`src/hw/reset_evt_pkg.sv`:
```
// Reset event sources and the layout of the streamed event word
`default_nettype none

package reset_evt_pkg;

  localparam int num_sources = 4;

  // Sequence number wraps after 16 beats
  localparam int seq_w = 4;

  // Stream word is {seq, event bits}, event bits in the low nibble
  localparam int stream_w = seq_w + num_sources;

  // All sources watched out of reset
  localparam logic [num_sources-1:0] mask_reset_value = '1;

endpackage

`default_nettype wire

```
`src/hw/spi_cfg_pkg.sv`:
```
// SPI configuration frame format and the command word decode
`default_nettype none

package spi_cfg_pkg;

  localparam int spi_frame_w = 8;
  // Payload field below the opcode and reserved bits
  localparam int spi_arg_w   = 4;
  localparam int spi_rsvd_w  = spi_frame_w - 1 - spi_arg_w;

  // Frame MSB selects the command
  typedef enum logic {
    op_mask_write = 1'b0,
    op_clear      = 1'b1
  } spi_op_e;

  typedef union packed {
    struct packed {
      spi_op_e               op;
      logic [spi_rsvd_w-1:0] rsvd;
      logic [spi_arg_w-1:0]  mask;
    } mask_cmd;
    struct packed {
      spi_op_e               op;
      logic [spi_rsvd_w-1:0] rsvd;
      logic [spi_arg_w-1:0]  clear;
    } clear_cmd;
    logic [spi_frame_w-1:0] raw;
  } spi_cmd_u;

endpackage

`default_nettype wire

```
`src/hw/reset_cfg_regs.sv`:
```
// Configuration registers decoding SPI frames into the source mask and clear strobes
`default_nettype none
`timescale 1ns/10ps

module reset_cfg_regs (
  input  logic                                 clk,
  input  logic                                 rst_n,
  input  logic                                 frame_valid,
  input  logic [spi_cfg_pkg::spi_frame_w-1:0]  frame_data,
  output logic [reset_evt_pkg::num_sources-1:0] src_mask,
  output logic [reset_evt_pkg::num_sources-1:0] clear_req
);
  import spi_cfg_pkg::*;
  import reset_evt_pkg::*;

  spi_cmd_u cmd;

  assign cmd.raw = frame_data;

  always_ff @(posedge clk or negedge rst_n) begin
    if (!rst_n) begin
      src_mask  <= mask_reset_value;
      clear_req <= '0;
    end else begin
      clear_req <= '0;
      if (frame_valid) begin
        if (cmd.mask_cmd.op == op_mask_write) begin
          src_mask <= cmd.mask_cmd.mask;
        end else begin
          // One-cycle strobe into the capture block
          clear_req <= cmd.clear_cmd.clear;
        end
      end
    end
  end

  a_clear_follows_frame: assert property (
    @(posedge clk) disable iff (!rst_n) (|clear_req) |-> $past(frame_valid)
  );

endmodule

`default_nettype wire

```
`src/hw/reset_detector_top.sv`:
```
// Reset detector with SPI configuration and AXI-Stream event reporting
`default_nettype none
`timescale 1ns/10ps

module reset_detector_top #(
  parameter int SYNC_STAGES = 2
) (
  input  logic                                 clk,
  input  logic                                 rst_n,
  input  logic                                 spi_cs,
  input  logic                                 spi_sck,
  input  logic                                 spi_mosi,
  input  logic [reset_evt_pkg::num_sources-1:0] reset_sources,
  output logic [reset_evt_pkg::stream_w-1:0]   m_axis_tdata,
  output logic                                 m_axis_tvalid,
  input  logic                                 m_axis_tready,
  output logic                                 m_axis_tlast
);
  import spi_cfg_pkg::*;
  import reset_evt_pkg::*;

  logic [spi_frame_w-1:0] frame_data;
  logic                   frame_valid;
  logic [num_sources-1:0] src_mask;
  logic [num_sources-1:0] clear_req;
  logic [num_sources-1:0] pending;
  logic                   take;

  spi_cfg_receiver #(
    .SYNC_STAGES (SYNC_STAGES)
  ) u_spi_rx (
    .clk         (clk),
    .rst_n       (rst_n),
    .spi_cs      (spi_cs),
    .spi_sck     (spi_sck),
    .spi_mosi    (spi_mosi),
    .frame_data  (frame_data),
    .frame_valid (frame_valid)
  );

  reset_cfg_regs u_cfg_regs (
    .clk         (clk),
    .rst_n       (rst_n),
    .frame_valid (frame_valid),
    .frame_data  (frame_data),
    .src_mask    (src_mask),
    .clear_req   (clear_req)
  );

  reset_event_capture #(
    .SYNC_STAGES (SYNC_STAGES)
  ) u_capture (
    .clk           (clk),
    .rst_n         (rst_n),
    .take          (take),
    .reset_sources (reset_sources),
    .src_mask      (src_mask),
    .clear_req     (clear_req),
    .pending       (pending)
  );

  reset_event_stream u_stream (
    .clk           (clk),
    .rst_n         (rst_n),
    .m_axis_tready (m_axis_tready),
    .pending       (pending),
    .take          (take),
    .m_axis_tdata  (m_axis_tdata),
    .m_axis_tvalid (m_axis_tvalid),
    .m_axis_tlast  (m_axis_tlast)
  );

endmodule

`default_nettype wire

```
`src/hw/reset_event_capture.sv`:
```
// Reset source capture with edge detection, masking and pending event bits
`default_nettype none
`timescale 1ns/10ps

module reset_event_capture #(
  parameter int SYNC_STAGES = 2
) (
  input  logic                                 clk,
  input  logic                                 rst_n,
  input  logic                                 take,
  input  logic [reset_evt_pkg::num_sources-1:0] reset_sources,
  input  logic [reset_evt_pkg::num_sources-1:0] src_mask,
  input  logic [reset_evt_pkg::num_sources-1:0] clear_req,
  output logic [reset_evt_pkg::num_sources-1:0] pending
);
  import reset_evt_pkg::*;

  logic [SYNC_STAGES-1:0][num_sources-1:0] src_sync;
  logic [num_sources-1:0]                  src_s;
  logic [num_sources-1:0]                  src_prev;
  logic [num_sources-1:0]                  rise_en;
  logic [num_sources-1:0]                  kept;

  always_ff @(posedge clk or negedge rst_n) begin
    if (!rst_n) begin
      src_sync <= '0;
      src_prev <= '0;
    end else begin
      src_sync <= {src_sync[SYNC_STAGES-2:0], reset_sources};
      src_prev <= src_s;
    end
  end

  assign src_s = src_sync[SYNC_STAGES-1];

  // Only the low-to-high transition counts, a held source reports once
  assign rise_en = src_s & ~src_prev & src_mask;

  // A take empties everything loaded into the beat
  assign kept = take ? '0 : pending;

  always_ff @(posedge clk or negedge rst_n) begin
    if (!rst_n) begin
      pending <= '0;
    end else begin
      // Clear wins over an edge on the same bit
      pending <= (kept | rise_en) & ~clear_req;
    end
  end

endmodule

`default_nettype wire

```
`src/hw/reset_event_stream.sv`:
```
// AXI-Stream output stage holding the event beat and the sequence counter
`default_nettype none
`timescale 1ns/10ps

module reset_event_stream (
  input  logic                                 clk,
  input  logic                                 rst_n,
  input  logic                                 m_axis_tready,
  input  logic [reset_evt_pkg::num_sources-1:0] pending,
  output logic                                 take,
  output logic [reset_evt_pkg::stream_w-1:0]   m_axis_tdata,
  output logic                                 m_axis_tvalid,
  output logic                                 m_axis_tlast
);
  import reset_evt_pkg::*;

  logic [seq_w-1:0]    seq_q;
  logic [stream_w-1:0] beat_q;

  // Load when the output slot is empty or being drained this cycle
  assign take = (|pending) && (!m_axis_tvalid || m_axis_tready);

  always_ff @(posedge clk or negedge rst_n) begin
    if (!rst_n) begin
      m_axis_tvalid <= 1'b0;
      seq_q         <= '0;
    end else if (take) begin
      m_axis_tvalid <= 1'b1;
      seq_q         <= seq_q + 1'b1;
    end else if (m_axis_tready) begin
      m_axis_tvalid <= 1'b0;
    end
  end

  always_ff @(posedge clk) begin
    if (take) begin
      beat_q <= {seq_q, pending};
    end
  end

  assign m_axis_tdata = beat_q;
  // Every packet is one beat
  assign m_axis_tlast = m_axis_tvalid;

  a_hold_while_stalled: assert property (
    @(posedge clk) disable iff (!rst_n)
      (m_axis_tvalid && !m_axis_tready) |=> (m_axis_tvalid && $stable(m_axis_tdata))
  );

  a_beat_has_events: assert property (
    @(posedge clk) disable iff (!rst_n)
      m_axis_tvalid |-> (m_axis_tdata[num_sources-1:0] != '0)
  );

endmodule

`default_nettype wire

```
`src/hw/spi_cfg_receiver.sv`:
```
// SPI frame receiver that oversamples the pins and emits whole 8-bit frames
`default_nettype none
`timescale 1ns/10ps

module spi_cfg_receiver #(
  parameter int SYNC_STAGES = 2
) (
  input  logic                               clk,
  input  logic                               rst_n,
  input  logic                               spi_cs,
  input  logic                               spi_sck,
  input  logic                               spi_mosi,
  output logic [spi_cfg_pkg::spi_frame_w-1:0] frame_data,
  output logic                               frame_valid
);
  import spi_cfg_pkg::*;

  localparam int cnt_w = $clog2(spi_frame_w + 1);
  localparam logic [cnt_w-1:0] frame_len = cnt_w'(spi_frame_w);
  localparam logic [cnt_w-1:0] last_bit  = cnt_w'(spi_frame_w - 1);

  logic [SYNC_STAGES-1:0] cs_sync;
  logic [SYNC_STAGES-1:0] sck_sync;
  logic [SYNC_STAGES-1:0] mosi_sync;
  logic                   sck_prev;
  logic                   cs_s;
  logic                   sck_s;
  logic                   mosi_s;
  logic                   shift_en;
  logic [cnt_w-1:0]       bit_cnt;
  logic [spi_frame_w-1:0] shift_q;

  always_ff @(posedge clk or negedge rst_n) begin
    if (!rst_n) begin
      cs_sync   <= '1;
      sck_sync  <= '0;
      mosi_sync <= '0;
      sck_prev  <= 1'b0;
    end else begin
      cs_sync   <= {cs_sync[SYNC_STAGES-2:0], spi_cs};
      sck_sync  <= {sck_sync[SYNC_STAGES-2:0], spi_sck};
      mosi_sync <= {mosi_sync[SYNC_STAGES-2:0], spi_mosi};
      sck_prev  <= sck_s;
    end
  end

  assign cs_s   = cs_sync[SYNC_STAGES-1];
  assign sck_s  = sck_sync[SYNC_STAGES-1];
  assign mosi_s = mosi_sync[SYNC_STAGES-1];

  // Rising sck inside the cs window, bits past the eighth are ignored
  assign shift_en = !cs_s && sck_s && !sck_prev && (bit_cnt < frame_len);

  // Count clears while cs is high, so a short frame never completes
  always_ff @(posedge clk or negedge rst_n) begin
    if (!rst_n) begin
      bit_cnt     <= '0;
      frame_valid <= 1'b0;
    end else begin
      frame_valid <= 1'b0;
      if (cs_s) begin
        bit_cnt <= '0;
      end else if (shift_en) begin
        bit_cnt     <= bit_cnt + 1'b1;
        frame_valid <= (bit_cnt == last_bit);
      end
    end
  end

  // MSB first
  always_ff @(posedge clk) begin
    if (shift_en) begin
      shift_q <= {shift_q[spi_frame_w-2:0], mosi_s};
    end
  end

  assign frame_data = shift_q;

  a_single_frame_strobe: assert property (
    @(posedge clk) disable iff (!rst_n) frame_valid |=> !frame_valid
  );

endmodule

`default_nettype wire

```
`config.mk`:
```
export PLATFORM = sky130hd
export DESIGN_NAME = reset_detector_top
export DESIGN_NICKNAME = d
export VERILOG_FILES = /design/src/hw/reset_evt_pkg.sv /design/src/hw/spi_cfg_pkg.sv /design/src/hw/reset_cfg_regs.sv /design/src/hw/reset_detector_top.sv /design/src/hw/reset_event_capture.sv /design/src/hw/reset_event_stream.sv /design/src/hw/spi_cfg_receiver.sv
export SDC_FILE = /design/constraint.sdc
export NUM_CORES = 1
export LEC_CHECK = 0
export BUFFER_PORTS_ARGS = -buffer_cell sky130_fd_sc_hd__buf_4
export CAP_MARGIN = 0
export CELL_PAD_IN_SITES_DETAIL_PLACEMENT = 0
export CELL_PAD_IN_SITES_GLOBAL_PLACEMENT = 1
export CORE_MARGIN = 1
export CORE_UTILIZATION = 30
export CTS_BUF_LIST = sky130_fd_sc_hd__clkbuf_4
export DETAILED_ROUTE_END_ITERATION = 6
export GPL_TIMING_DRIVEN = 0
export PLACE_DENSITY = 0.61
export SYNTH_ARGS = -nofsm -noshare
export SYNTH_HDL_FRONTEND = slang
export SYNTH_SLANG_ARGS = --single-unit
```
`constraint.sdc`:
```
create_clock -name clk -period 1.45 [get_ports clk]
set_input_delay 0.145 -clock clk [delete_from_list [all_inputs] [get_ports clk]]
set_output_delay 0.145 -clock clk [all_outputs]
set_load 0.01 [all_outputs]
```
; ---- After elaboration in Yosys (flattened, before gate mapping)
; Cells that the tools add are included.
[op_classes]
n_addsub = 2
eq_ne = 1
n_bitwise = 7
magnitude_cmp = 1
n_reduce_logical = 12
muxes = 9
[ops]
columns = cell, count
row1 = two-way mux 4 bit, 5
row2 = AND 4 bit, 3
row3 = adder 4 x 1 -> 4 bit (second input constant), 2
row4 = NOT 4 bit, 2
row5 = equality test 4 x 3 -> 1 bit (second input constant), 1
row6 = logical AND 1 bit, 4
row7 = less-than comparator 4 bit (second input constant), 1
row8 = two-way mux 1 bit, 4
row9 = OR 4 bit, 1
row10 = nonzero test 2 bit, 2
row11 = OR reduction 4 bit, 1
row12 = zero test 1 bit, 3
row13 = AND reduction 2 bit, 1
row14 = logical OR 1 bit, 1
row15 = NOT 1 bit, 1
[word_totals]
output_inout_bits = 10
elab_cells = 48
inputBits = 10
regBits = 57

; ---- Depth between registers and ports, before layout
[logic_depth]
depth_word = 6
mapped_depth = 4
depth_no_buf = 4

; ---- Hierarchy
; A second synthesis with hierarchy kept.
[unflattened]
cells_unflattened = 111
area_unflattened_um2 = 2031.9
[modules_own_cells]
columns = module, cells_per_inst, seq_area_each_um2, n_inst, area_per_inst_um2
row1 = spi_cfg_receiver, 40, 543.0, 1, 696.9
row2 = reset_event_capture, 28, 400.4, 1, 540.5
row3 = reset_event_stream, 26, 365.4, 1, 485.5
row4 = reset_cfg_regs, 17, 205.2, 1, 309.0

; ---- Least setup slack after synthesis
; Ideal clock, no wire load.
[synth_timing]
path_kind = reg2reg
startpoint = register u_spi_rx.sck_prev
endpoint = register u_spi_rx.shift_q[0], in the netlist u_spi_rx.frame_data[0] (enable)
arrival_time_ns = 1.136
stages_incl_launch_ff = 3
required_time_ns = 1.067
n_path_buf = 0
setup_slack_ns = -0.069
path_cell_list = dfrtp_1 > nand2b_1 > nor3_1
[synth_between]
elab_chain_len = 3
[synth_lines]
columns = element, line_no
row1 = "start, declared", spi_cfg_receiver.sv:25  ; logic sck_prev;
row2 = "start signal, assigned", spi_cfg_receiver.sv:43  ; sck_prev <= sck_s;
row3 = zero test 1 bit, spi_cfg_receiver.sv:52  ; assign shift_en = !cs_s && sck_s && !sck_prev && (bit_cnt < frame_len);
row4 = logical AND 1 bit (2 in series), spi_cfg_receiver.sv:52
row5 = named net u_spi_rx.shift_en, spi_cfg_receiver.sv:29  ; logic shift_en;
row6 = "end signal, assigned", spi_cfg_receiver.sv:73  ; shift_q <= {shift_q[spi_frame_w-2:0], mosi_s};
row7 = "end, declared", spi_cfg_receiver.sv:31  ; logic [spi_frame_w-1:0] shift_q;
; The timed path passes the listed nets, and every way through them passes these cells.
; A chain may end at the register's enable or synchronous reset.

; ---- Worst setup path in the final report
[layout_timing]
startpoint = register u_capture.pending[1] (netlist name)
endpoint = register u_stream.seq_q[1]
[layout_between]
elab_chain_len = 2
[layout_lines]
columns = element, line_no
row1 = "start, declared", reset_event_capture.sv:14  ; output logic [reset_evt_pkg::num_sources-1:0] pending
row2 = "start signal, assigned", reset_event_capture.sv:47  ; pending <= (kept | rise_en) & ~clear_req;
row3 = OR reduction 4 bit, reset_event_stream.sv:21  ; assign take = (|pending) && (!m_axis_tvalid || m_axis_tready);
row4 = logical AND 1 bit, reset_event_stream.sv:21
row5 = named net take, reset_detector_top.sv:27  ; logic take;
row6 = "end signal, assigned", reset_event_stream.sv:29  ; seq_q <= seq_q + 1'b1;
row7 = "end, declared", reset_event_stream.sv:17  ; logic [seq_w-1:0] seq_q;
; The timed path passes the listed nets, and every way through them passes these cells.

==> impl_metrics.yaml <==
status:
  status: "completed"
synthesis:
  synth-seq-cells: 57
  syn_inst: 109
  ys_types: 25
  synthesis.nets: 121
  syn_area_um2: 1890
  yosysWarnings: 0
  synth_seq_area_share_pct: 80.0
  synth_area_per_cell_um2: 17.4
die:
  rows: 28
  dieArea_um2: 6630
  dieWidth_um: 81.4
  core_area_um2: 5990
  io_pins: 20
  start_util_pct: 31.6
  die_h_um: 81.4
clock_tree:
  clockBufferDepth: 2
  cts_tree: "yes"
  cts_buffers: 9
  clk_pin_slew_ps: 90
  htree_levels: 3
  cts_sinks: 57
  root_buffer: "clkbuf_4"
  clock_latency_ps: 370
timing:
  finalSetupViolations: 0
  maxSlewHeadroom_pct: 65.6
  finalClockSkew_ps: 8.94
  worst-slew-pin-transition_ps: 517
  fmax_mhz: 724
  slew_viol_final: 0
  rsz0062_at_grt: "false"
  hold_viol_final: 0
  min_period_ps: 1380
  post-route-period-util_pct: 95.2
detailed_routing:
  route.detailed.drc: 0
  wl_per_cell_um: 11.9
  vias_per_cell: 4.27
  wl_um: 2740
  drtIter0Drc: 46
  first_pass_iters: 4
  num_vias: 986
  ant_nets: 0
worst_setup_path:
  worst-setup-path-type: "reg2reg"
  reg2reg_depth: 3
  worstSetupStartpointType: "flop"
  max_stage_delay_ps: 420
  endpoint_kind: "flop"
  cp.required_ps: 1720
  worst_ep_arrival_time_ps: 1650
  crit_slowest_cell: "dfrtp_1"
  cp_max_fo: 5
  path_cells: "nor4_4, nor2_4, mux2_4"
cells_and_area:
  area_delta_synth_final_pct: 28.5
  post-route-util_pct: 40.6
  drive_gt1_share_pct: 35.9
  final_common_cell: "dfrtp_1"
  mostFrequentLayoutCells: "35 x dfrtp_1, 23 x buf_4, 16 x edfxtp_1"
  diodes: 0
  finalNetCount: 163
global_route:
  antenna_found_initial: 0
  grt_start_max_net_pins: 42
  grt_pass1_vias: 1041
  overflow: 0
  track_usage_pct: 10.0
  grt_pass1_wl_um: 4740
min_path:
  holdCritPathClass: "in2reg"
  hold_depth: 5
power:
  vdd_ir_drop_max_uv: 522
  p_leak_nw: 1.05
  p_per_area_nw_per_um2: 1330
  power.total_mw: 3.22
placement:
  gp_congestion: 0.646
  port_buffers: 19
  dp_hpwl_um: 1700
flow_run:
  maxCapViolations: 0
## metal layers
layer / vias to the layer above / part of all wire, % / global-route usage, % / routed length [um]
met5: - / 0 / 0 / 0
met4: 0 / 2.9 / 7.50 / 80
met3: 10 / 4.9 / 3.67 / 135
met2: 28 / 46 / 15.0 / 1270
met1: 479 / 46 / 11.8 / 1250
li1: 469 / - / - / -
## cells in the mapped netlist
| master | count | area share [%] |
|---|---|---|
| a21oi_1 | 6 | 1.6 |
| and3_1 | 4 | 1.3 |
| and4b_1 | 1 | 0.53 |
| and4bb_2 | 1 | 0.66 |
| buf_4 | 1 | 0.40 |
| clkbuf_1 | 1 | 0.20 |
| dfrtp_1 | 35 | 46 |
| dfstp_2 | 6 | 8.3 |
| edfxtp_1 | 16 | 25 |
| ha_1 | 2 | 1.3 |
| mux2_2 | 4 | 2.4 |
| mux2_4 | 1 | 0.79 |
| nand2_1 | 5 | 0.99 |
| nand2b_1 | 2 | 0.66 |
| nand3_1 | 1 | 0.26 |
| nand3b_1 | 5 | 2.0 |
| nor2_1 | 3 | 0.60 |
| nor2_2 | 1 | 0.33 |
| nor2b_1 | 2 | 0.66 |
| nor3_1 | 3 | 0.79 |
| nor3b_1 | 2 | 0.79 |
| nor4_4 | 1 | 1.1 |
| o21ai_0 | 1 | 0.26 |
| xnor2_1 | 2 | 0.93 |
| xor2_1 | 3 | 1.4 |
## registers in the layout, indices dropped and copies added, names as in the netlist
register	flops
u_stream.m_axis_tlast	1
u_spi_rx.mosi_sync	2
u_spi_rx.frame_data	8
u_spi_rx.sck_sync	2
u_capture.src_s	4
u_capture.pending	4
u_stream.m_axis_tdata	8
u_cfg_regs.clear_req	4
u_stream.seq_q	4
u_spi_rx.sck_prev	1
u_capture.src_prev	4
u_capture.src_sync	4
u_spi_rx.cs_sync	2
u_spi_rx.frame_valid	1
u_cfg_regs.src_mask	4
u_spi_rx.bit_cnt	4
## logic make-up (layout without fill, tap and decap cells)
group,count (synthesis),after routing,share of synthesized area [%]
AOI/OAI and AO/OA,7,7,1.85
adders and majority gates,2,2,1.32
and+or+nand+nor,31,31,10.7
xor gates and xnor gates,5,5,2.32
muxes,5,5,3.17
buffers and inverters,2,49,0.595
DFF,57,57,80.0
## layout make-up
type	count	area (um2)
Timing Repair Buffer	31	265
Clock inverter	3	65.1
Buffer	2	12.5
Clock buffer	13	97.6
Multi-Input combinational cell	50	383
Sequential cell	57	1510
Tap cell	75	93.8
Fill cell	563	3560
## timing repair
action	CTS	global route
setup buffers	4	0
hold endpoints to repair	42	0
pin swaps	1	0
hold buffers	8	0
gates resized for setup	1	2
endpoints found under the setup margin	3	10
## critical path, delay by kind of cell (launching register included)
kind / cells / cell delay (ps)
simple gates: 2 / 540
flops: 1 / 420
mux: 1 / 320
## stage by stage
step / hold WS, ps / cell area (um2) / instances / worst slack, ps / TNS, ps
after floorplan: -151 / 1900 / 109 / 38.4 / 0
after detailed placement: 160 / 2140 / 203 / -76.2 / -76.2
final: 238 / 2430 / 231 / 69.0 / 0
after global routing: 257 / 2430 / 231 / 0.106 / 0
after CTS: 272 / 2430 / 231 / 33.3 / 0
after global placement: 152 / 2140 / 203 / -27.9 / -27.9
## power by group
part | internal [mW] | total, mW | switching, mW
registers | 1.73 | 1.78 | 0.0518
logic | 0.0737 | 0.127 | 0.0532
clock network | 0.777 | 1.32 | 0.539
total | 2.58 | 3.22 | 0.644
## final timing paths
check	slack, ps	from	end
worst min-delay path	240	m_axis_tready	u_capture.pending[1]
min in group asynchronous	300	rst_n	u_capture.src_sync[1]
worst max register to register	70	u_capture.pending[1]	u_stream.seq_q[1]
worst min register to register	350	u_capture.src_sync[0]	u_capture.src_s[0]
worst max-delay path	70	u_capture.pending[1]	u_stream.seq_q[1]
max in group asynchronous	780	rst_n	u_cfg_regs.src_mask[0]
Power figures use the tool's default switching activity.
